===== src/common/lsu_config.svh =====
`ifndef LSU_CONFIG_SVH
`define LSU_CONFIG_SVH

// Bus widths.
`define LSU_DATA_WIDTH 32
`define LSU_ADDR_WIDTH 32

// SRAM size in words; byte addresses past 4x this are out of range.
`define SRAM_DEPTH_WORDS 256

// Extra cycles before each ready pulse.
`define SRAM_WAIT_CYCLES 1

`endif


===== src/common/lsu_pkg.sv =====
package lsu_pkg;

  // Controller states, one bus transaction at a time.
  typedef enum logic [2:0] {
    idle,
    read_addr,
    read_data,
    write_addr,
    write_data,
    write_resp,
    finish
  } lsu_state_t;

  // Access width requested by the core.
  typedef enum logic [1:0] {
    size_byte,
    size_half,
    size_word
  } mem_size_t;

  // Response codes on the r and b channels.
  typedef enum logic [1:0] {
    resp_okay   = 2'b00,
    resp_exokay = 2'b01,
    resp_slverr = 2'b10,
    resp_decerr = 2'b11
  } bus_resp_t;

endpackage


===== src/lsu/load_extract.sv =====
`timescale 1ns/10ps
`include "lsu_config.svh"

module load_extract (
  input  lsu_pkg::mem_size_t         size,
  input  logic                       sign_extend,
  input  logic [1:0]                 addr_low,
  input  logic [`LSU_DATA_WIDTH-1:0] rdata,
  output logic [`LSU_DATA_WIDTH-1:0] rdata_ext
);

  logic [`LSU_DATA_WIDTH-1:0] shifted;
  logic                       byte_sign;
  logic                       half_sign;

  // Addressed lanes moved down to bit zero.
  assign shifted = rdata >> {addr_low, 3'b000};

  // Sign bits come from the shifted value.
  assign byte_sign = sign_extend & shifted[7];
  assign half_sign = sign_extend & shifted[15];

  always_comb begin
    case (size)
      lsu_pkg::size_byte: begin
        rdata_ext = {{(`LSU_DATA_WIDTH - 8){byte_sign}}, shifted[7:0]};
      end
      lsu_pkg::size_half: begin
        rdata_ext = {{(`LSU_DATA_WIDTH - 16){half_sign}}, shifted[15:0]};
      end
      default: begin
        rdata_ext = rdata;
      end
    endcase
  end

endmodule


===== config.mk =====
export PLATFORM = sky130hd
export DESIGN_NAME = load_extract
export DESIGN_NICKNAME = d
export VERILOG_FILES = /design/src/common/lsu_pkg.sv /design/src/lsu/load_extract.sv
export VERILOG_INCLUDE_DIRS = /design/src /design/src/common
export SDC_FILE = /design/constraint.sdc
export NUM_CORES = 1
export LEC_CHECK = 0
export BUFFER_PORTS_ARGS = -buffer_cell sky130_fd_sc_hd__buf_4
export CAP_MARGIN = 20
export CELL_PAD_IN_SITES_DETAIL_PLACEMENT = 1
export CELL_PAD_IN_SITES_GLOBAL_PLACEMENT = 1
export CORE_ASPECT_RATIO = 1.25
export CORE_MARGIN = 2
export CORE_UTILIZATION = 22
export DETAILED_ROUTE_END_ITERATION = 16
export PLACE_DENSITY = 0.93
export SLEW_MARGIN = 20
export SYNTH_ARGS = -nofsm -noshare
export SYNTH_HDL_FRONTEND = slang
export SYNTH_SLANG_ARGS = --single-unit

===== constraint.sdc =====
create_clock -name vclk -period 2
set_clock_uncertainty 0.05 [all_clocks]
set_input_delay 0.4 -clock vclk [all_inputs]
set_output_delay 0.4 -clock vclk [all_outputs]
set_load 0.02 [all_outputs]

======== Yosys cells after proc, flatten, opt, wreduce, memory -nomap -nowiden ========
Index checks and enable logic that the tools add are counted.
operators by class
  equal/unequal tests ..................... 1
  shift-type cells ........................ 1
  multiplexer cells ....................... 1
  bitwise gates (word level) .............. 2
  reduce and logical (&&, ||, !) cells .... 1
operators by type and width
  operator                                              number
  case mux 32 bit (2 select lines)                      1
  >> shifter 32 x 5 -> 16 bit                           1
  bitwise AND 1 bit                                     2
  equality test 2 x 1 -> 1 bit (second input constant)  1
  zero test 2 bit                                       1
word-level totals
  register bits after elaboration ......... 0
  bits of input ports ..................... 37
  output and inout port bits .............. 32

======== Depth between registers and ports, before layout ========
  depth in word-level cells ............... 3
  mapped depth ............................ 5

======== Worst setup path before layout ========
OpenSTA, ideal clock, no wires.
  path kind ............................... input to output
  from .................................... input port addr_low[1]
  to ...................................... output port rdata_ext[21]
  arrival time ............................ 1.775 ns
  data required time ...................... 1.550 ns
  slack ................................... -0.225 ns
  stages .................................. 5
  buffers on the path ..................... 2
  cells stage by stage .................... buf_6 > mux4_2 > a221oi_4 > buf_6 > o21ai_1
between the ends
  word-level cells in the longest chain between the ends .. 3
  elaborated cells on any way between the ends .. 4
  classes of those cells .................. shift (1); mux (1); bitwise (2)
RTL lines
  element                               RTL line                                text
  from (decl)                           load_extract.sv:7                       input logic [1:0] addr_low,
  >> shifter 32 x 5 -> 16 bit (*)       load_extract.sv:17                      assign shifted = rdata >> {addr_low, 3'b000};
  bitwise AND 1 bit (on tied branches)  load_extract.sv:21, load_extract.sv:20
  case mux 32 bit (2 select lines) (*)  load_extract.sv:24                      case (size)
  to (decl)                             load_extract.sv:9                       output logic [`LSU_DATA_WIDTH-1:0] rdata_ext
Mark *: on every way between the ends. The rest lies on a longest branch, timed or not.

======== Worst setup path in the final report ========
  from .................................... input port addr_low[1]
  to ...................................... output port rdata_ext[17]
Same word-level chain as after synthesis.

==> metrics <==
status=finished, violations left; violated checks=setup timing; initial antenna violation count=0; slowest stage delay, CP=between 0.5 and 0.6 ns; cell breakdown of the critical path=buf_8 > mux4_2 > a221oi_4 > buf_6 > o21ai_2 > buf_6; family with the most delay on the worst path=multiplexers; RSZ-0062 raised after global routing=yes; DRT iter0 DRCs=32; dpl hpwl=2967 um; Area Overhead vs Synth=128.7%; fraction of layout cells with a size suffix above 1=0.6211; area of placed instances=between 0.001 and 0.0015 mm2; Total GRT Usage=0.1952; worst-path fanout max=8; first-pass GRT wire length=just over 6000 um; crit-path most repeated cell=buf_6; Crit-path slowest cell=mux4_2; Post-Synth Adder-Cell Area=0; synth unique cells=23; vias in the first global route=~1300; Die Width=about 56 um; number of setup violations in the final report=27; Worst slew margin=0.7824; PortBufs=69; die height=68.71 um; min Tclk post-route=between 2 and 2.5 ns; final WL=approximately 4400 um; Synth Area in Compound Gates=0.5110; GP Congestion=about 0.79; core area=between 0.003 and 0.004 mm2; DIE AREA=between 0.003 and 0.004 mm2; met2 usage=0.3824; antenna-violating nets left=0; startpoint type of the worst setup path=input pin; Lkg Pwr=roughly 0.82 nW; endpoint type of the worst setup path=output port; final hold violations=0; Nets=approximately 230; WS Path Type=in2out; max-slew violation count=0; Pre-antenna DRT Iters=4; Seq Cell Count=0; I/O pin total=between 60 and 70; main combinational cell family by area after synthesis=compound AO/OA/AOI/OAI gates; met1 Use GR=0.2325; largest net degree at the start of global routing=17; Remaining DRCs=0; WHS=1.051 ns; Post-Synth Simple-Gate Area=0.2513; Initial Util=0.2307; register area share after synthesis=0; XOR/XNOR share of the synthesized area=0; busiest grt layer=met2; Overflow after GRT=0; power per cell area=324.2 mW/mm2; maximum VDD drop=about 0.0002 V; Syn Area/Cell=6.580 um2; number of antenna diodes=0; FF/Latch Area=0 um2; Mapped Cells=112; worst-margin pin slew=0.3257 ns; YS warnings=0; row count=23; fin worst setup slack=-0.2528 ns; Crit path buffers/inverters=3; Critical Path RT=between 1.5 and 2 ns; part of the cycle the worst path needs=1.126; hold crit path type=in2out; Worst Path Arrival=between 1.5 and 2 ns; Via density=5.476; Netlist Area Pre-Place=around 740 um2; M3 GR Usage=0.02239; vias after detailed routing=1243; clock buffer count=0; Mapped Nets=~150; post-synthesis mux area share=0.1409; Routed WL per cell=19.18 um; Max-cap violations=0; Finished Cell Area=roughly 0.0017 mm2; f_max=approximately 440 MHz
layout by cell type, fill, tap and decap left out, types with 3 or more instances in the layout:
cell type / n
buf_6: 24
buf_4: 63
o31ai_1: 6
nand3b_1: 7
o211a_1: 7
o2bb2ai_2: 3
mux2i_1: 5
o21ai_4: 5
a22o_1: 6
nand2_1: 28
o21ai_2: 11
o2bb2ai_1: 3
where the power goes:
| group | internal, mW | leakage [nW] | total (mW) | switching [mW] |
|---|---|---|---|---|
| clock network | 0 | 0 | 0 | 0 |
| registers | 0 | 0 | 0 | 0 |
| logic | 0.266 | 0.822 | 0.546 | 0.281 |
| total | 0.266 | 0.822 | 0.546 | 0.281 |
what timing repair did:
| action | in CTS | in global routing |
|---|---|---|
| hold buffers | 0 | 0 |
| setup endpoints to repair | 30 | 30 |
| cloned | 0 | 0 |
| setup buffers | 0 | 2 |
| pin swaps | 5 | 6 |
| resized for setup | 38 | 20 |
layout make-up:
cell class	instances	area (um2)
Fill cell	388	1509
Inverter	3	11.26
Multi-Input combinational cell	97	834.6
Tap cell	37	46.29
Timing Repair Buffer	90	793.3
final timing paths:
| check | start | end | slack (ns) | cells after the start |
|---|---|---|---|---|
| setup / recovery | addr_low[1] | rdata_ext[17] | -0.25 | 6 |
| hold / removal | rdata[31] | rdata_ext[31] | 1.05 | 4 |
through the flow:
| step | cells | TNS, ns | utilization | power [mW] | setup slack [ns] |
|---|---|---|---|---|---|
| after global routing | 227 | -6.389 | 0.5276 | 0.5765 | -0.2848 |
| after CTS | 225 | -5.191 | 0.4924 | 0.5032 | -0.2527 |
| after detailed placement | 225 | -6.604 | 0.4528 | 0.4583 | -0.3030 |
| after global placement | 225 | -5.520 | 0.4528 | 0.4497 | -0.2375 |
| after floorplan | 112 | -3.881 | - | 0.2414 | -0.1823 |
| final | 227 | -5.034 | 0.5276 | 0.5464 | -0.2528 |
worst min-delay path: stages:
cell and delay, ns:
buf_6 0.07, nand2_1 0.05, o21ai_2 0.06, buf_6 0.11
Yosys cell counts (2+ instances only):
| cell type | count | share of area |
|---|---|---|
| nor2b_1 | 2 | 0.017 |
| clkbuf_1 | 10 | 0.051 |
| a22o_1 | 6 | 0.071 |
| o2bb2ai_1 | 6 | 0.071 |
| a2bb2oi_1 | 2 | 0.024 |
| o21ai_0 | 7 | 0.048 |
| inv_1 | 2 | 0.010 |
| buf_6 | 2 | 0.031 |
| o211a_1 | 7 | 0.095 |
| nand2_1 | 28 | 0.14 |
| nand3b_1 | 7 | 0.071 |
| mux2i_1 | 7 | 0.095 |
| o21ai_1 | 10 | 0.068 |
| o31ai_1 | 7 | 0.071 |
kinds of logic after synthesis:
family | Yosys count
mux | 9
simple gates | 39
buf+inv | 15
compound gates | 49
layer usage:
metal | share of wire | wire, um | vias up
met3 | 0.050 | 218 | 2
met5 | 0 | 0 | -
met4 | 0.0018 | 8 | 0
met1 | 0.42 | 1807 | 607
met2 | 0.53 | 2320 | 48
li1 | - | - | 586
Power figures use the tool's default switching activity.
