==> src/common/lsu_config.svh <==
`ifndef LSU_CONFIG_SVH
`define LSU_CONFIG_SVH

// Bus widths.
`define LSU_DATA_WIDTH 32
`define LSU_ADDR_WIDTH 32

// SRAM size in words; byte addresses past 4x this are out of range.
`define SRAM_DEPTH_WORDS 256

// Extra cycles before each ready pulse.
`define SRAM_WAIT_CYCLES 1

`endif

==> src/common/lsu_pkg.sv <==
package lsu_pkg;

  // Controller states, one bus transaction at a time.
  typedef enum logic [2:0] {
    idle,
    read_addr,
    read_data,
    write_addr,
    write_data,
    write_resp,
    finish
  } lsu_state_t;

  // Access width requested by the core.
  typedef enum logic [1:0] {
    size_byte,
    size_half,
    size_word
  } mem_size_t;

  // Response codes on the r and b channels.
  typedef enum logic [1:0] {
    resp_okay   = 2'b00,
    resp_exokay = 2'b01,
    resp_slverr = 2'b10,
    resp_decerr = 2'b11
  } bus_resp_t;

endpackage

==> src/lsu/store_align.sv <==
`timescale 1ns/10ps
`include "lsu_config.svh"

module store_align (
  input  lsu_pkg::mem_size_t               size,
  input  logic [1:0]                       addr_low,
  input  logic [`LSU_DATA_WIDTH-1:0]       store_data,
  output logic [`LSU_DATA_WIDTH-1:0]       wdata,
  output logic [`LSU_DATA_WIDTH/8-1:0]     wstrb
);

  always_comb begin
    case (size)
      lsu_pkg::size_byte: begin
        wdata = store_data << {addr_low, 3'b000};
        wstrb = 4'b0001 << addr_low;
      end
      lsu_pkg::size_half: begin
        wdata = store_data << {addr_low, 3'b000};
        wstrb = 4'b0011 << addr_low;
      end
      default: begin
        // Whole word, all lanes.
        wdata = store_data;
        wstrb = '1;
      end
    endcase
  end

endmodule

==> config.mk <==
export PLATFORM = sky130hd
export DESIGN_NAME = store_align
export DESIGN_NICKNAME = d
export VERILOG_FILES = /design/src/common/lsu_pkg.sv /design/src/lsu/store_align.sv
export VERILOG_INCLUDE_DIRS = /design/src /design/src/common
export SDC_FILE = /design/constraint.sdc
export NUM_CORES = 1
export LEC_CHECK = 0
export ABC_AREA = 1
export BUFFER_PORTS_ARGS = -buffer_cell sky130_fd_sc_hd__buf_2
export CAP_MARGIN = 20
export CORE_MARGIN = 1.5
export CORE_UTILIZATION = 35
export DETAILED_ROUTE_END_ITERATION = 10
export PLACE_DENSITY = 0.8
export SKIP_LAST_GASP = 1
export SLEW_MARGIN = 15
export SYNTH_ARGS = -nofsm -noshare
export SYNTH_HDL_FRONTEND = slang
export SYNTH_SLANG_ARGS = --single-unit
==> constraint.sdc <==
create_clock -name vclk -period 1.4
set_clock_uncertainty 0.1 [all_clocks]
set_input_delay 0.35 -clock vclk [all_inputs]
set_output_delay 0.35 -clock vclk [all_outputs]
set_load 0.03 [all_outputs]
==> results.ini, run 1 <==
[synthesis]
synth_top_cell_by_area=nor2_1
synth_top_area_share_pct=28.7
seq_area_frac_synth_pct=0
avgSynthCellArea_um2=4.32
synth_area_leaders=nor2_1 (29%), nand2_1 (21%), o21ai_0 (16%), inv_1 (13%), nand3_1 (5.3%)
synthCells=176
synth_fp_nets=212
post_synth_num_cell_types=15
ys.warnings.count=0
synth_area_um2=759
ys_top_cells_by_count=nor2_1 (58), nand2_1 (43), inv_1 (27), o21ai_0 (24), nand3_1 (8)
yosysMostFrequentCell=nor2_1

[die]
initial_utilization_pct=37.9
die-width_um=49.6
io_pins=72
fp-row-count=16
fp.dieH_um=49.6

[clocking]
cts_hold_buffers=0
post_cts_buffers=1
post_cts_resized=174

[status]
run_status=did not finish
lastStage=clock tree synthesis (4_1_cts)
error_line=[ERROR DPL-0038] Utilization greater than 100%, impossible to legalize

[placement]
io_buffers=72
place_hpwl_mm=3.12
gp_congestion=0.820

## kinds of logic after synthesis
group,count (synthesis),share of synthesized area [%]
simple gates,113,59.8
compound gates,27,18.6
buf+inv,36,21.6
## through the flow
step                      setup WS [ns]  cells  instance area (µm²)  setup TNS (ns)  utilization (%)
after detailed placement         -0.386    303                 1730          -11.87             86.2
after floorplan                  -0.211    176                 1130           -4.94                -
after global placement           -0.350    303                 1730          -10.94             86.2
==> inputs of run 2 (changes only) <==
- CORE_AREA: unset -> 2 2 63 65
- CORE_MARGIN: 1.5 -> unset
- CORE_UTILIZATION: 35 -> unset
- DIE_AREA: unset -> 0 0 65 67
- PLACE_DENSITY: 0.8 -> unset
- PLACE_DENSITY_LB_ADDON: unset -> 0.15
- clock period: 1.4 -> 1.8 ns (I/O delays scaled with it)
==> run 2 against run 1 <==
The flow now finishes, with violations (negative setup slack). Synthesized cell count unchanged. Area after synthesis unchanged.
==> results.ini, run 2 <==
[routing]
ant_nets=0
wl_mm=3.58
vias_per_cell=4.32
drt-pass1-iter-count=3
vias=1348
drt-initial-drc-count=28
wl_per_cell_um=11.5
drc=0

[sta]
worst_pin_slew_ns=0.308
hold_violations=0
min_period_over_period_pct=102
hold_slack_ns=1.15
finalSetupViolCount=13
timing.fmax_mhz=544
finalSetupTns_ns=-0.278
relSlewSlack_pct=79.2
drv_slew=0
setup_slack_ns=-0.0387
min_period_ns=1.84
rsz0062_at_grt=true

[global_routing]
grt-ovfl-total=0
antenna_found_initial=0
track_usage_pct=16.5
grt_pass1_vias=1257
grt_pass1_wl_mm=5.78
grt_max_degree=16

[power]
power_density_nw_per_um2=360
total_leakage_power_uw=0.000995
total_power_uw=680
peakVddDrop_mv=0.147

[placement]
place_hpwl_mm=2.77  ; was 3.12 mm
post-place-ws_ns=-0.221  ; was -0.386 ns
gp_congestion=0.807  ; was 0.820
dp_cells=310  ; was 303
io_buffers=72  ; unchanged

[worst_hold_path]
min_path_cells=4
min_path_type=primary input to output pin

[worst_setup_path]
worstPathArrival_ns=1.29
critPathSlowestCell=bufbuf_16
critPathRequiredTime_ns=1.25
cp_cell_sequence=buf_12, bufbuf_16, nand2_2, o21ai_2, nand2_1, o21ai_1, buf_4
path_class=primary input to output pin
cp-end-kind=output pin
slowest_delay_ns=0.26
critPathMaxFanout=6
critPathLaunchType=primary input

[die]
initial_utilization_pct=21.1  ; was 37.9%
die_area_um2=4360
die-width_um=65  ; was 49.6 µm
fp.dieH_um=67  ; was 49.6 µm
core_um2=3610
io_pins=72  ; unchanged
fp-row-count=22  ; was 16

[flow_run]
drv_cap=0

[status]
violations=negative setup slack
run_status=finished, violations left  ; was did not finish

[synthesis]
seq_area_frac_synth_pct=0  ; unchanged
synth_area_um2=759  ; unchanged
ys_top_cells_by_count=nor2_1 (58), nand2_1 (43), inv_1 (27), o21ai_0 (24), nand3_1 (8)  ; unchanged
synth_fp_nets=212  ; unchanged
synth_area_leaders=nor2_1 (29%), nand2_1 (21%), o21ai_0 (16%), inv_1 (13%), nand3_1 (5.3%)  ; unchanged
yosysMostFrequentCell=nor2_1  ; unchanged
ys.warnings.count=0  ; unchanged
synthCells=176  ; unchanged
synth_top_cell_by_area=nor2_1  ; unchanged
post_synth_num_cell_types=15  ; unchanged
synth_top_area_share_pct=28.7  ; unchanged
avgSynthCellArea_um2=4.32  ; unchanged

[final_layout]
clockBufferCount=0
layout_commonest_cell=buf_2
mostFrequentLayoutCells=buf_2 (44), nand2_1 (33), buf_6 (29), nor2_1 (28), inv_1 (25)
area_growth_pct=149
layout.cells.non_filler=312
final_nets=302
area.sequential_um2=0
diodes=0
flops_and_latches=0
drive_gt1_share_pct=60.6

[clocking]
cts_hold_buffers=0  ; unchanged

-- run 2: timing repair --
action / in CTS / in global routing
buffers inserted: 1 / 0
pin swaps: 21 / 7
cloned: 2 / 0
endpoints found under the setup margin: 30 / 27
resized for setup: 96 / 29
-- run 2: per-layer routing --
layer / wire length, µm / global-route usage, %
met5: 0 / 0
met4: 15 / 0.798
met1: 1610 / 22.9
met3: 155 / 1.18
met2: 1800 / 29.1
-- run 2: per-stage QoR --
stage	util, %	instance area [µm²]
4_1_cts	49.7	1790
3_5_place_dp	40.0	1440
2_1_floorplan	-	892
3_3_place_gp	40.0	1440
5_1_grt	52.4	1890
6_report	52.4	1890
-- run 2: kinds of logic after synthesis --
kind of cell	after synthesis	share of synthesized area, %
simple gates	113	59.8
buf+inv	36	21.6
compound gates	27	18.6
-- run 2: path summary, 6_finish.rpt --
kind,startpoint,end,slack [ns]
setup / recovery,addr_low[0],wdata[9],-0.04
hold / removal,store_data[0],wdata[0],1.15
-- run 2: worst max-delay path: cells and delay by family --
family / cells / cell delay [ns]
AND/OR/NAND/NOR: 2 / 0.13
buffers and inverters: 3 / 0.54
AO/OA/AOI/OAI: 2 / 0.16
-- run 2: area by class of cell --
class	count	area, µm²
Fill cell	380	1720
Inverter	28	118
Multi-Input combinational cell	140	898
Tap cell	48	60.1
Timing Repair Buffer	96	815
-- run 2: report_power, final --
group | leakage (µW) | internal (µW) | switching (µW)
Clock | 0 | 0 | 0
Combinational | 0.000995 | 292 | 388
Sequential | 0 | 0 | 0
Total | 0.000995 | 292 | 388
Note: power is estimated with default switching activity, not from simulation.
==> inputs of run 3 (changes only) <==
- ABC_AREA: 1 -> unset
==> run 3 against run 2 <==
The run still ends with negative setup slack left. First-iteration DRC count increased by 57%. Die area did not move. Total power is 12% higher. Sequential share of layout area is the same. Non-clock buffer count rose by 16. Hold slack got worse by 0.037 ns. Largest cell class unchanged. Utilization up 7.5 points. Setup slack lost 0.14 ns. Count of clock-buffer cells in the layout is the same. Fmax shrank 7.2%.
==> results.ini, run 3 <==
[die]
core_um2=3610  ; unchanged
die-width_um=65  ; unchanged
fp.dieH_um=67  ; unchanged
initial_utilization_pct=19.8  ; was 21.1%
io_pins=72  ; unchanged
fp-row-count=22  ; unchanged
die_area_um2=4360  ; unchanged

[sta]
min_period_over_period_pct=110  ; was 102%
min_period_ns=1.98  ; was 1.84 ns
timing.fmax_mhz=505  ; was 544 MHz
rsz0062_at_grt=true  ; unchanged
worst_pin_slew_ns=0.279  ; was 0.308 ns
drv_slew=0  ; unchanged
finalSetupViolCount=34  ; was 13
finalSetupTns_ns=-4.73  ; was -0.278 ns
hold_violations=0  ; unchanged
relSlewSlack_pct=81.4  ; was 79.2%
setup_slack_ns=-0.182  ; was -0.0387 ns

[worst_setup_path]
critPathMaxFanout=5  ; was 6
critPathLaunchType=primary input  ; unchanged
path_class=primary input to output pin  ; unchanged
critPathSlowestCell=a221oi_4  ; was bufbuf_16
worstPathArrival_ns=1.43  ; was 1.29 ns
cp-end-kind=output pin  ; unchanged
critPathRequiredTime_ns=1.25  ; about the same
cp_cell_sequence=buf_8, buf_2, nor2b_2, a21oi_1, a221oi_4, buf_6  ; was buf_12, bufbuf_16, nand2_2, o21ai_2, nand2_1, o21ai_1, buf_4
slowest_delay_ns=0.31  ; was 0.26 ns

[final_layout]
mostFrequentLayoutCells=buf_2 (35), buf_6 (33), buf_4 (33), a21oi_1 (10), nor2b_1 (9)  ; was buf_2 (44), nand2_1 (33), buf_6 (29), nor2_1 (28), inv_1 (25)
layout.cells.non_filler=271  ; was 312
clockBufferCount=0  ; unchanged
post-route-util_pct=59.9  ; was 52.4%
final_nets=261  ; was 302
drive_gt1_share_pct=81.6  ; was 60.6%
diodes=0  ; unchanged
area_growth_pct=203  ; was 149%
area.sequential_um2=0  ; unchanged
layout_commonest_cell=buf_2  ; unchanged
flops_and_latches=0  ; unchanged

[routing]
drt-pass1-iter-count=4  ; was 3
drt-initial-drc-count=44  ; was 28
ant_nets=0  ; unchanged
wl_mm=4.13  ; was 3.58 mm
wl_per_cell_um=15.3  ; was 11.5 µm
vias=1297  ; was 1348
drc=0  ; unchanged
vias_per_cell=4.79  ; was 4.32

[flow_run]
drv_cap=0  ; unchanged

[placement]
post-place-ws_ns=-0.578  ; was -0.221 ns
gp_congestion=0.739  ; was 0.807
place_hpwl_mm=2.71  ; was 2.77 mm
dp_cells=258  ; was 310
io_buffers=72  ; unchanged

[synthesis]
avgSynthCellArea_um2=5.94  ; was 4.32 µm²
synthCells=120  ; was 176
seq_area_frac_synth_pct=0  ; unchanged
ys_top_cells_by_count=nor2b_1 (18), o21ai_0 (17), a21oi_1 (16), nand2_1 (16), nor2_1 (9)  ; was nor2_1 (58), nand2_1 (43), inv_1 (27), o21ai_0 (24), nand3_1 (8)
ys.warnings.count=0  ; unchanged
synth_area_um2=713  ; was 759 µm²
synth_fp_nets=156  ; was 212
synth_top_cell_by_area=nor2b_1  ; was nor2_1
yosysMostFrequentCell=nor2b_1  ; was nor2_1
synth_area_leaders=nor2b_1 (16%), o21ai_0 (12%), a21oi_1 (11%), a22oi_1 (8.4%), nand2_1 (8.4%)  ; was nor2_1 (29%), nand2_1 (21%), o21ai_0 (16%), inv_1 (13%), nand3_1 (5.3%)
post_synth_num_cell_types=23  ; was 15
synth_top_area_share_pct=15.8  ; was 28.7%

[status]
run_status=finished, violations left  ; unchanged
violations=negative setup slack  ; unchanged

[global_routing]
grt_pass1_vias=1312  ; was 1257
antenna_found_initial=0  ; unchanged
grt_max_degree=19  ; was 16
grt_pass1_wl_mm=5.79  ; was 5.78 mm
grt-ovfl-total=0  ; unchanged
track_usage_pct=16.5  ; unchanged

[power]
peakVddDrop_mv=0.147  ; about the same
total_power_uw=765  ; was 680 µW
total_leakage_power_uw=0.000948  ; was 0.000995 µW
power_density_nw_per_um2=354  ; was 360 nW/µm²

[worst_hold_path]
min_path_cells=3  ; was 4
min_to=wdata[30]  ; was wdata[0]
hold_start=store_data[30]  ; was store_data[0]
min_path_type=primary input to output pin  ; unchanged

-- run 3: cell types whose count changed in the layout (fill, tap and decap cells not counted), moves of 12 or more --
cell,change
nor2_1,-27
nor2_2,-12
buf_4,+17
nand2_1,-25
inv_1,-25
-- run 3: what timing repair did --
item / in CTS / in global routing
buffers inserted: 6 / 3
pin swaps: 5 / 4
endpoints found under the hold margin: 0 / 0
setup endpoints to repair: 35 / 35
resized for setup: 82 / 59
gates cloned: 1 / 3
hold buffers: 0 / 0
-- run 3: logic make-up (layout without fill, tap and decap cells) --
| family | Yosys count | after routing | synth area share [%] |
|---|---|---|---|
| buf+inv | 13 | 116 | 14.7 |
| mux | 1 | 1 | 1.40 |
| compound gates | 53 | 53 | 45.8 |
| simple gates | 53 | 53 | 38.1 |
-- run 3: report_power, final --
| part | switching, µW | internal, µW |
|---|---|---|
| Sequential | 0 | 0 |
| Combinational | 405 | 360 |
| Clock | 0 | 0 |
-- run 3: routing by layer --
metal	vias up	routed length, µm	global-route usage, %	share of wire (%)
met4	0	17	0.798	0.41
met1	614	1700	18.7	41
met3	2	157	0.338	3.8
met2	45	2260	35.2	55
li1	636	-	-	-
met5	-	0	0	0
-- run 3: worst max-delay path: cells and delay by family --
family | cells | cell delay (ns)
simple gates | 1 | 0.16
buf+inv | 3 | 0.43
compound gates | 2 | 0.40
-- run 3: worst max-delay path by stage --
| stage | start | cells after the start | endpoint | slack [ns] |
|---|---|---|---|---|
| 3_3_place_gp | addr_low[0] | 5 | wdata[16] | -0.55 |
| 3_5_place_dp | addr_low[0] | 5 | wdata[20] | -0.58 |
| 5_1_grt | addr_low[0] | 6 | wdata[31] | -0.22 |
| 4_1_cts | addr_low[1] | 7 | wdata[27] | -0.18 |
| 2_1_floorplan | addr_low[0] | 4 | wdata[15] | -0.21 |
| 6_report | addr_low[0] | 6 | wdata[25] | -0.18 |
-- run 3: per-stage QoR --
step                      hold slack, ns  area (µm²)
after global placement              1.16        1570
after CTS                           1.15        1890
after global routing                1.12        2160
after floorplan                    0.924        1010
after detailed placement            1.16        1570
final                               1.12        2160
-- run 3: cell type report --
type                            count  area, µm²
Timing Repair Buffer              112        982
Multi-Input combinational cell    107       1060
Inverter                            1       16.3
Tap cell                           48       60.1
Timing Repair inverter              3       43.8
Fill cell                         315       1450
