### src/common/lsu_config.svh
`ifndef LSU_CONFIG_SVH
`define LSU_CONFIG_SVH

// Bus widths.
`define LSU_DATA_WIDTH 32
`define LSU_ADDR_WIDTH 32

// SRAM size in words; byte addresses past 4x this are out of range.
`define SRAM_DEPTH_WORDS 256

// Extra cycles before each ready pulse.
`define SRAM_WAIT_CYCLES 1

`endif

### src/common/lsu_pkg.sv
package lsu_pkg;

  // Controller states, one bus transaction at a time.
  typedef enum logic [2:0] {
    idle,
    read_addr,
    read_data,
    write_addr,
    write_data,
    write_resp,
    finish
  } lsu_state_t;

  // Access width requested by the core.
  typedef enum logic [1:0] {
    size_byte,
    size_half,
    size_word
  } mem_size_t;

  // Response codes on the r and b channels.
  typedef enum logic [1:0] {
    resp_okay   = 2'b00,
    resp_exokay = 2'b01,
    resp_slverr = 2'b10,
    resp_decerr = 2'b11
  } bus_resp_t;

endpackage

### src/lsu/lsu_control.sv
`timescale 1ns/10ps
`include "lsu_config.svh"

module lsu_control (
  input  logic                       clock,
  input  logic                       reset,
  input  logic                       load,
  input  logic                       store,
  input  logic [`LSU_DATA_WIDTH-1:0] rdata_ext,
  input  lsu_pkg::bus_resp_t         rresp,
  input  logic                       arready,
  input  logic                       rvalid,
  input  logic                       awready,
  input  logic                       wready,
  input  lsu_pkg::bus_resp_t         bresp,
  input  logic                       bvalid,
  output logic                       arvalid,
  output logic                       rready,
  output logic                       awvalid,
  output logic                       wvalid,
  output logic                       bready,
  output logic [`LSU_DATA_WIDTH-1:0] load_data,
  output logic                       load_done,
  output logic                       store_done,
  output logic                       bus_error
);

  lsu_pkg::lsu_state_t state;
  logic                is_load;

  always_ff @(posedge clock) begin
    if (reset) begin
      state     <= lsu_pkg::idle;
      is_load   <= 1'b0;
      bus_error <= 1'b0;
    end else begin
      case (state)
        lsu_pkg::idle: begin
          // Strobes only count here.
          if (load) begin
            state   <= lsu_pkg::read_addr;
            is_load <= 1'b1;
          end else if (store) begin
            state   <= lsu_pkg::write_addr;
            is_load <= 1'b0;
          end
        end
        lsu_pkg::read_addr: begin
          if (arready) begin
            state <= lsu_pkg::read_data;
          end
        end
        lsu_pkg::read_data: begin
          if (rvalid) begin
            state     <= lsu_pkg::finish;
            bus_error <= (rresp != lsu_pkg::resp_okay);
          end
        end
        lsu_pkg::write_addr: begin
          if (awready) begin
            state <= lsu_pkg::write_data;
          end
        end
        lsu_pkg::write_data: begin
          if (wready) begin
            state <= lsu_pkg::write_resp;
          end
        end
        lsu_pkg::write_resp: begin
          if (bvalid) begin
            state     <= lsu_pkg::finish;
            bus_error <= (bresp != lsu_pkg::resp_okay);
          end
        end
        default: begin
          state <= lsu_pkg::idle;
        end
      endcase
    end
  end

  // Extended word captured on the r handshake.
  always_ff @(posedge clock) begin
    if (state == lsu_pkg::read_data && rvalid) begin
      load_data <= rdata_ext;
    end
  end

  assign arvalid    = (state == lsu_pkg::read_addr);
  assign rready     = (state == lsu_pkg::read_data);
  assign awvalid    = (state == lsu_pkg::write_addr);
  assign wvalid     = (state == lsu_pkg::write_data);
  assign bready     = (state == lsu_pkg::write_resp);
  assign load_done  = (state == lsu_pkg::finish) && is_load;
  assign store_done = (state == lsu_pkg::finish) && !is_load;

  a_one_strobe: assert property (@(posedge clock) disable iff (reset)
    !(load && store))
    else $error("load and store strobes high together");

  a_ar_hold: assert property (@(posedge clock) disable iff (reset)
    arvalid && !arready |=> arvalid)
    else $error("arvalid dropped before arready");

  a_aw_w_order: assert property (@(posedge clock) disable iff (reset)
    !(awvalid && wvalid))
    else $error("awvalid and wvalid high together");

endmodule

### config.mk
export PLATFORM = sky130hd
export DESIGN_NAME = lsu_control
export DESIGN_NICKNAME = d
export VERILOG_FILES = /design/src/common/lsu_pkg.sv /design/src/lsu/lsu_control.sv
export VERILOG_INCLUDE_DIRS = /design/src /design/src/common
export SDC_FILE = /design/constraint.sdc
export NUM_CORES = 1
export LEC_CHECK = 0
export ABC_AREA = 1
export BUFFER_PORTS_ARGS = -buffer_cell sky130_fd_sc_hd__buf_2
export CORE_ASPECT_RATIO = 0.75
export CORE_UTILIZATION = 45
export CTS_CLUSTER_SIZE = 16
export DETAILED_ROUTE_END_ITERATION = 10
export PLACE_DENSITY = 0.94
export SETUP_SLACK_MARGIN = 0.2
export SLEW_MARGIN = 20
export SYNTH_ARGS = -nofsm -noshare
export SYNTH_HDL_FRONTEND = slang
export SYNTH_SLANG_ARGS = --single-unit
### constraint.sdc
create_clock -name clock -period 3.7 [get_ports clock]
set_input_delay 0.185 -clock clock [delete_from_list [all_inputs] [get_ports clock]]
set_output_delay 0.185 -clock clock [all_outputs]
set_load 0.02 [all_outputs]
* Word level (Yosys, flattened, before mapping)
Index checks and enable logic that the tools add are counted.
** Cells by class
- Multiplexer cells :: 13
- Multipliers :: 0
- Bitwise operators :: 0
- Magnitude comparators :: 0
- Div/mod/pow operators :: 0
- Add/subtract/negate cells :: 0
- Equal/unequal tests :: 12
- Reductions and logical operators :: 12
- Shift-type cells :: 0
** Operator list (number)
- $mux 3 :: 7
- $pmux 3 s6 :: 1
- $ne 2x2->1 const B :: 5
- $eq 3x3->1 const B :: 3
- $reduce_bool 2->1 :: 4
- $eq 3x2->1 const B :: 2
- $reduce_and 6->1 :: 1
- $mux 1 :: 4
- $eq 3x1->1 const B :: 1
- $logic_and 1x1->1 :: 3
- $logic_not 3->1 :: 1
- $ne 3x3->1 const B :: 1
- $reduce_and 3->1 :: 1
- $pmux 1 s2 :: 1
- $reduce_and 2->1 :: 1
- $logic_not 1->1 :: 1
** Storage, ports and cells
- Bits in writable memories :: 0
- Memories :: 0
- ROM bits :: 0
- Bits in latches :: 0
- Input bits :: 45
- Output and inout bits :: 40
- Bits in registers :: 37

* Longest topological paths before layout
Gate-level depths: netlist (run 1).
- Word-level depth :: 3
- Mapped depth :: 10

* Least setup slack after synthesis (run 1)
OpenSTA, ideal clock, no wires.
- Path type :: register to register
- Start :: reg state[0]
- End :: reg load_data[0], enable pin
- Library setup time :: 0.421 ns
- Arrival :: 1.947 ns
- Path slack :: 1.332 ns
- Period minus slack after synthesis :: 2.368 ns
- Cell stages (with the launch flop) :: 4
- Cell sequence :: dfxtp_1 > inv_1 > nand3_2 > nor2_1
** On the way
- Word-level cells in the longest chain between the ends :: 2
** RTL lines
- start, declared :: RTL line lsu_control.sv:28 : lsu_pkg::lsu_state_t state;
- start signal, assigned :: RTL line lsu_control.sv:33 : state <= lsu_pkg::idle;
- start signal, assigned :: RTL line lsu_control.sv:41 : state <= lsu_pkg::read_addr;
- start signal, assigned :: RTL line lsu_control.sv:44 : state <= lsu_pkg::write_addr;
- $eq 3x2->1 :: RTL line lsu_control.sv:84 : if (state == lsu_pkg::read_data && rvalid) begin
- $logic_and 1x1->1 :: RTL line lsu_control.sv:84
- end signal, assigned :: RTL line lsu_control.sv:85 : load_data <= rdata_ext;
- end, declared :: RTL line lsu_control.sv:22 : output logic [`LSU_DATA_WIDTH-1:0] load_data,
No other way between the ends.
A chain may end at the register's enable or synchronous reset.

* Worst setup path after layout (run 1)
- Start :: reg state[0]
- End :: reg load_data[14], enable pin
Same word-level chain as after synthesis.

==> impl_metrics.tcl, run 1 <==
set metrics [dict create \
    rrSetupSlack_ns 2.04 \
    cp_max_fo 27 \
    switching_share 0.341 \
    clock_latency_ns 0.28 \
    worst_slack_ns 2.04 \
    max_stage_delay_ns 0.38 \
    p_seq_frac 0.484 \
    synth_xor_area_frac 0 \
    fin_cells 227 \
    grt_max_degree 28 \
    post_cts_resize_count 0 \
    pin_count 85 \
    die_h_um 49.5 \
    switchingPower_uw 398 \
    synth_compound_area_frac 0.0499 \
    first_global_vias 1054 \
    multi_input_area_um2 239 \
    vias_per_cell 4.77 \
    fin_skew_ns 0.00404 \
    dpl.cell_count 220 \
    drtAntennaViolNets 0 \
    syn_avg_cell_area_um2 13.5 \
    synth_fa_ha_area_frac 0 \
    worst_pin_slew_ns 0.392 \
    drive_above_1_share 0.503 \
    holdBufCountCts 0 \
    share_comb_of_total_power 0.299 \
    power.static_leakage_nw 0.889 \
    fmax_mhz 603 \
    final_common_cell "buf_2" \
    status "completed" \
    first_pass_iters 4 \
    clock_path_buffers 2 \
    p_per_area_mw_per_mm2 616 \
    cts_root_buf "clkbuf_8" \
    place_ws_ns 2.07 \
    period_minus_slack_ns 1.66 \
    start_util 0.497 \
    tns_ns 0 \
    use_met2 0.363 \
    hold_path_depth 2 \
    r2r-end "load_data[14]$_DFFE_PP_" \
    drt_iter0_markers 69 \
    startpoint_type "register" \
    synth_top_family_by_area "simple AND/OR/NAND/NOR gates" \
    finalInstanceArea_mm2 0.00189 \
    yosysWarnings 0 \
    design.core.area_mm2 0.00272 \
    period_share 0.448 \
    critical_path.cell_chain "inv_1 -> nand3_2 -> nor2_2 -> buf_4" \
    hold_path_end "is_load$_SDFFE_PP0P_" \
    drv_cap 0 \
    post_drt_wl_per_cell_um 13.2 \
    cts_buffers 5 \
    track_usage 0.214 \
    grt_use_met3 0.0556 \
    hold_start "reset" \
    reg2reg_depth 4 \
    synth_cells 100 \
    hold_slack_ns 0.0669 \
    crit_arrival_ns 1.61 \
    intPower_uw 769 \
    die_area_mm2 0.00323 \
    synth-simple-area-share 0.125 \
    portBuffers 84 \
    drv_slew 0 \
    pwr-share-clk 0.217 \
    cp_data_required_time_ns 3.65 \
    synth.net_count 145 \
    synth_area_mm2 0.00135 \
    grt-busiest-layer "met2" \
    die_x_um 65.3 \
    grt_pass1_wl_um 4840 \
    crit_type "reg2reg" \
    cts_setup_buffers 0 \
    overflow 0 \
    ys_seq_elements 37 \
    cts.htree.levels 2 \
    cts_tree "done" \
    ys_types 15 \
    antenna_found_initial 0 \
    end_kind "register" \
    relSlewSlack 0.737 \
    min_path_type "in2reg" \
    rsz0062_at_grt "false" \
    layout_common_cells "buf_2, edfxtp_1, nor2_1, nand2_1, inv_1" \
    r2r_start "state[0]$_SDFFE_PP0P_" \
    cts.clk_slew.worst_paths_ns 0.07 \
    setup_viol 0 \
    totalWireLength_um 2990 \
    diodes 0 \
    drc_errors 0 \
    ys_seq_area_frac 0.784 \
    syn2layout_area_growth_pct 39.9 \
    vdd_ir_drop_max_mv 0.393 \
    hpwlAfterDp_um 2310 \
    critPathSlowestCell "buf_4" \
    gp_congestion 0.957 \
    cp_top_family "buffers and inverters" \
    timing.final.hold_violations 0 \
    vias 1083 \
    postPlaceCellArea_mm2 0.00182 \
    rows 16 \
    seq_area_mm2 0.00106 \
    synthMuxAreaShare 0 \
    fillers 201 \
    crit_buf_inv 2 \
    grt.met1_usage 0.237 \
    numClockSinks 37 \
    nNetsFinal 236 \
]
## Yosys cell counts (all sizes together)
library cell   n  share of area
edfxtp        32           0.71
nor2          17          0.049
nand2         14          0.039
inv           12          0.033
nand3          9          0.037
a21oi          5          0.027
dfxtp          5          0.074
o21ai          3          0.011
buf            1         0.0083
o2111ai        1         0.0065
o31ai          1         0.0055
## registers in the layout, summed over array words and instances, names as in the netlist
name and count:
state 3, load_data 32, bus_error 1, is_load 1
## final cells by class
class,count,area share
Timing Repair Buffer,85,0.226
Multi-Input combinational cell,50,0.126
Sequential cell,37,0.560
Clock inverter,1,0.00198
Tap cell,36,0.0238
Inverter,12,0.0238
Clock buffer,6,0.0383
## kinds of logic after synthesis
kind of cell | Yosys count
buffers and inverters | 13
AND/OR/NAND/NOR | 40
AO/OA/AOI/OAI | 10
flip-flops | 37
## how the worst max path moves through the flow
stage	cells after the start	to	startpoint
CTS	4	load_data[14]$_DFFE_PP_	state[0]$_SDFFE_PP0P_
floorplan	3	load_data[0]$_DFFE_PP_	state[0]$_SDFFE_PP0P_
finish	4	load_data[14]$_DFFE_PP_	state[0]$_SDFFE_PP0P_
detailed placement	4	load_data[26]$_DFFE_PP_	state[0]$_SDFFE_PP0P_
global placement	4	load_data[21]$_DFFE_PP_	state[2]$_SDFFE_PP0P_
global route	4	load_data[1]$_DFFE_PP_	state[0]$_SDFFE_PP0P_
## stage by stage
step	util	power, mW
finish	0.696	1.17
global route	0.696	1.24
CTS	0.696	1.17
detailed placement	0.668	0.922
global placement	0.668	0.909
floorplan	-	0.812
## power by group through the flow
stage | Combinational [mW] | Clock [mW] | Sequential (mW)
6_report | 0.349 | 0.253 | 0.565
5_1_grt | 0.385 | 0.279 | 0.575
4_1_cts | 0.350 | 0.258 | 0.565
3_5_place_dp | 0.348 | 0 | 0.574
3_3_place_gp | 0.339 | 0 | 0.570
2_1_floorplan | 0.188 | 0 | 0.625
## metal layers
metal  vias up  share of wire
met4         0          0.034
met2        41           0.57
met5         -              0
met3        13          0.049
li1        528              -
met1       501           0.35
(Power assumes the default switching activity.)
==> run 2: changes to the inputs <==
- ABC_AREA: 1 -> 0
- CORE_UTILIZATION: 45 -> 37
- PLACE_DENSITY: 0.94 -> 0.84
- clock period: 3.7 -> 1.5 ns (I/O delays scaled with it)
==> impl_metrics.tcl, run 2 <==
set metrics [dict create \
    tns_ns 0 \
    grt_pass1_wl_um 5710 \
    p_per_area_mw_per_mm2 1380 \
    drc_errors 0 \
    synth-simple-area-share 0.0937 \
    async_flop_share 0 \
    grt_max_degree 17 \
    drv_slew 0 \
    syn2layout_area_growth_pct 80.4 \
    synth_top_cell_area_share 0.706 \
    ys_seq_area_frac 0.779 \
    p_seq_frac 0.414 \
    die_h_um 54.5 \
    nNetsFinal 261 \
    overflow 0 \
    clock_latency_ns 0.29 \
    cts_buffers 5 \
    hold_path_depth 2 \
    portBuffers 84 \
    vias_per_cell 4.68 \
    yosysWarnings 0 \
    seq_area_mm2 0.00107 \
    hpwlAfterDp_um 2160 \
    rows 18 \
    min_path_type "in2reg" \
    synth_edf_count 32 \
    synth_cells 82 \
    r2r-end "state[1]$_SDFFE_PP0P_" \
    totalWireLength_um 3910 \
    timing.final.hold_violations 0 \
    cts.htree.levels 2 \
    crit_type "reg2reg" \
    cp_max_fo 5 \
    fin_cells 267 \
    crit_arrival_ns 1.56 \
    synth_xor_area_frac 0 \
    fin_skew_ns 0.00631 \
    share_comb_of_total_power 0.390 \
    layout_common_cells "buf_2, dlygate4sd3_1, edfxtp_1, buf_4, buf_6" \
    yosys-top-cells-count "edfxtp_1, nor2_1, dfxtp_1" \
    ys_types 30 \
    fillers 240 \
    switchingPower_mw 1.10 \
    rsz0062_at_grt "true" \
    ys_seq_elements 37 \
    startpoint_type "register" \
    vdd_ir_drop_max_mv 0.866 \
    die_area_mm2 0.00393 \
    track_usage 0.209 \
    critical_path.cell_chain "mux2_2 -> a32oi_2 -> a221oi_2 -> a211oi_2" \
    cp_data_required_time_ns 1.70 \
    start_util 0.400 \
    synth_compound_area_frac 0.0873 \
    largest_reg_flops 32 \
    switching_share 0.325 \
    pwr-share-clk 0.196 \
    numClockSinks 37 \
    power.static_leakage_nw 1.05 \
    top_regs "load_data (32), state (3)" \
    end_kind "register" \
    dpl.cell_count 216 \
    drt_iter0_markers 54 \
    status "completed" \
    rrSetupSlack_ns 0.15 \
    die_x_um 72.0 \
    final_common_cell "buf_2" \
    finalInstanceArea_mm2 0.00246 \
    r2r_start "state[1]$_SDFFE_PP0P_" \
    p_total_mw 3.39 \
    design.core.area_mm2 0.00340 \
    yosysTopAreaCell "edfxtp_1" \
    diodes 0 \
    setup_viol 0 \
    intPower_mw 2.29 \
    relSlewSlack 0.770 \
    drive_above_1_share 0.576 \
    cts_root_buf "clkbuf_8" \
    worst_pin_slew_ns 0.344 \
    reg2reg_depth 4 \
    yosysMostFrequentCell "edfxtp_1" \
    cp-endpoint "state[1]$_SDFFE_PP0P_" \
    synth_area_leaders "edfxtp_1, dfxtp_1, mux2_2, nor2_1, nor3_1" \
    synth.net_count 127 \
    clock_path_buffers 2 \
    critPathLaunch "state[1]$_SDFFE_PP0P_" \
    multi_input_area_um2 325 \
    vias 1250 \
    max_stage_delay_ns 0.38 \
    cts.clk_slew.worst_paths_ns 0.07 \
    fmax_mhz 740 \
    postPlaceCellArea_mm2 0.00186 \
    synth_area_mm2 0.00136 \
    gp_congestion 0.846 \
    top_register "load_data" \
    pin_count 85 \
    antenna_found_initial 0 \
    period_share 0.901 \
    synth_fa_ha_area_frac 0 \
    first_global_vias 1204 \
    syn_avg_cell_area_um2 16.6 \
    cts_tree "done" \
    synthFlopType "edfxtp_1" \
    synthMuxAreaShare 0.0165 \
    first_pass_iters 4 \
    synth_top_family_by_area "simple AND/OR/NAND/NOR gates" \
    period_minus_slack_ns 1.35 \
    critPathSlowestCell "dfxtp_4" \
    drv_cap 0 \
    drtAntennaViolNets 0 \
    post_drt_wl_per_cell_um 14.6 \
]
run 2: layout make-up:
cell class / instances / share of cell area
sequential: 37 / 0.437
timing repair buffer: 129 / 0.367
multi-input combinational: 41 / 0.132
clock buffer: 5 / 0.0280
tap: 50 / 0.0255
clock inverter: 3 / 0.00713
inverter: 2 / 0.00306
run 2: metrics by stage:
| stage | setup slack [ns] | hold WS [ns] | utilization |
|---|---|---|---|
| floorplan | 0.186 | 0.140 | - |
| global placement | 0.0868 | 0.251 | 0.546 |
| detailed placement | 0.0275 | 0.253 | 0.546 |
| CTS | 0.161 | 0.0127 | 0.706 |
| global route | 0.0868 | 0.0180 | 0.722 |
| finish | 0.148 | 0.0154 | 0.722 |
run 2: worst max-delay path: cells and delay by family, from the launching register on:
family / cells / cell delay, ns
AO/OA/AOI/OAI: 3 / 0.53
flip-flops: 1 / 0.38
multiplexers: 1 / 0.36
run 2: worst min-delay path by stage:
stage	start	slack, ns	end
finish	reset	0.02	bus_error$_SDFFE_PP0P_
global placement	rdata_ext[10]	0.25	load_data[10]$_DFFE_PP_
floorplan	reset	0.14	state[1]$_SDFFE_PP0P_
detailed placement	rdata_ext[20]	0.25	load_data[20]$_DFFE_PP_
CTS	reset	0.01	state[1]$_SDFFE_PP0P_
global route	reset	0.02	bus_error$_SDFFE_PP0P_
run 2: power groups by stage:
stage	clock network (mW)	logic [mW]	registers, mW
after floorplan	0	0.494	1.52
after global placement	0	0.868	1.40
after detailed placement	0	0.878	1.41
after CTS	0.679	1.19	1.40
after global routing	0.724	1.40	1.42
final	0.664	1.32	1.40
run 2: per-layer routing:
metal	track usage	wire (µm)
met3	0.0718	395
met1	0.219	1490
met4	0.0915	41
met2	0.395	1980
met5	0	0
run 2: cells by family (layout without fill, tap and decap cells):
logic type | Yosys count | in the layout
AO/OA/AOI/OAI | 14 | 14
buffers and inverters | 5 | 139
flip-flops | 37 | 37
multiplexers | 2 | 2
AND/OR/NAND/NOR | 24 | 25
run 2: what timing repair did:
item	in CTS	in global routing
endpoints found under the hold margin	32	0
endpoints found under the setup margin	41	11
hold buffers	32	0
setup buffers	9	1
pin swaps	4	7
gates resized for setup	24	12
cloned	1	0
==> run 3: changes to the inputs <==
- BUFFER_PORTS_ARGS: -buffer_cell sky130_fd_sc_hd__buf_2 -> -buffer_cell sky130_fd_sc_hd__buf_4
==> impl_metrics.tcl, run 3 (synthesis gave the netlist of run 2 again) <==
set metrics [dict create \
    clock_path_buffers 2 \
    drc_errors 0 \
    fin_skew_ns 0.00941 \
    drv_slew 0 \
    worst_pin_slew_ns 0.359 \
    fin_util 0.804 \
    rsz0062_at_grt "true" \
    crit_buf_inv 2 \
    max_stage_delay_ns 0.37 \
    cp_top_family "simple AND/OR/NAND/NOR gates" \
    nNetsFinal 263 \
    status "completed" \
    largest_reg_flops 32 \
    timing.final.hold_violations 0 \
    cts.clk_slew.worst_paths_ns 0.08 \
    die_area_mm2 0.00393 \
    overflow 0 \
    fin_cells 270 \
    startpoint_type "register" \
    numClockSinks 37 \
    vdd_ir_drop_max_mv 0.774 \
    hpwlAfterDp_um 2450 \
    top_regs "load_data (32), state (3)" \
    grt_max_degree 17 \
    pin_count 85 \
    top_register "load_data" \
    vias_per_cell 4.97 \
    p_total_mw 3.95 \
    portBuffers 84 \
    track_usage 0.236 \
    antenna_found_initial 0 \
    die_x_um 72.0 \
    die_h_um 54.5 \
    cts_root_buf "clkbuf_8" \
    crit_type "reg2out" \
    grt_pass1_wl_um 6370 \
    drive_above_1_share 0.580 \
    min_path_type "in2reg" \
    dpl.cell_count 216 \
    start_util 0.400 \
    power.static_leakage_nw 1.15 \
    worst_slack_ns 0.116 \
    critical_path.cell_chain "buf_6 -> and2b_2 -> and2_4 -> buf_6" \
    rows 18 \
    period_minus_slack_ns 1.38 \
    cts_buffers 5 \
    gp_congestion 0.727 \
    fmax_mhz 722 \
    drtAntennaViolNets 0 \
    layout_common_cells "buf_4, dlygate4sd3_1, edfxtp_1, buf_6" \
    crit_arrival_ns 1.31 \
    crit_top_cell "buf_6" \
    relSlewSlack 0.760 \
    p_per_area_mw_per_mm2 1440 \
    syn2layout_area_growth_pct 101 \
    totalWireLength_um 4920 \
    cts_tree "done" \
    cp_data_required_time_ns 1.42 \
    post_drt_wl_per_cell_um 18.2 \
    cp_max_fo 4 \
    setup_viol 0 \
    critPathSlowestCell "dfxtp_4" \
    first_global_vias 1292 \
    clock_latency_ns 0.30 \
    vias 1341 \
    end_kind "output pin" \
    hold_slack_ns 0.0794 \
    period_share 0.923 \
    first_pass_iters 4 \
    drt_iter0_markers 60 \
    cts.htree.levels 2 \
    place_ws_ns -0.0281 \
    design.core.area_mm2 0.00340 \
    drv_cap 0 \
    final_common_cell "buf_4" \
]
-- run 3: metrics by stage --
stage               setup TNS, ns  cell area (µm²)
floorplan                       0             1370
global placement                0             2070
detailed placement        -0.0281             2070
CTS                             0             2680
global route                    0             2730
finish                          0             2740
-- run 3: worst min-delay path, delay by kind of cell --
family | cells | cell delay (ns)
compound gates | 1 | 0.07
simple gates | 1 | 0.09
buf+inv | 1 | 0.10
-- run 3: cell type report --
| class | instances | area [µm²] |
|---|---|---|
| Multi-Input combinational cell | 42 | 348 |
| Tap cell | 50 | 62.6 |
| Clock buffer | 5 | 68.8 |
| Timing Repair Buffer | 130 | 1100 |
| Sequential cell | 37 | 1070 |
| Inverter | 2 | 7.51 |
| Antenna cell | 1 | 2.50 |
| Fill cell | 174 | 666 |
| Clock inverter | 3 | 68.8 |
-- run 3: worst paths after layout --
check / slack, ns / start / cells after the start / to
worst max register to register: 0.14 / state[0]$_SDFFE_PP0P_ / 3 / load_data[18]$_DFFE_PP_
worst min-delay path: 0.08 / load / 3 / is_load$_SDFFE_PP0P_
worst max-delay path: 0.12 / state[0]$_SDFFE_PP0P_ / 4 / arvalid
worst min register to register: 0.47 / bus_error$_SDFFE_PP0P_ / 2 / bus_error$_SDFFE_PP0P_
-- run 3: repair_timing --
action,4_1_cts,5_1_grt
resized for setup,18,12
pin swaps,4,7
gates cloned,1,1
setup buffers,9,1
hold buffers,33,0
endpoints found under the hold margin,37,0
setup endpoints to repair,42,31
-- run 3: report_power, final --
part           switching, mW  internal [mW]
Sequential            0.0960           1.32
Clock                  0.388          0.669
Combinational          0.718          0.755
Total                   1.20           2.74
-- run 3: layer usage --
layer / GRT usage / part of all wire / vias up
met4: 0.114 / 0.023 / 0
met5: 0 / 0 / -
met2: 0.453 / 0.51 / 83
met3: 0.0829 / 0.075 / 10
met1: 0.235 / 0.39 / 659
li1: - / - / 589
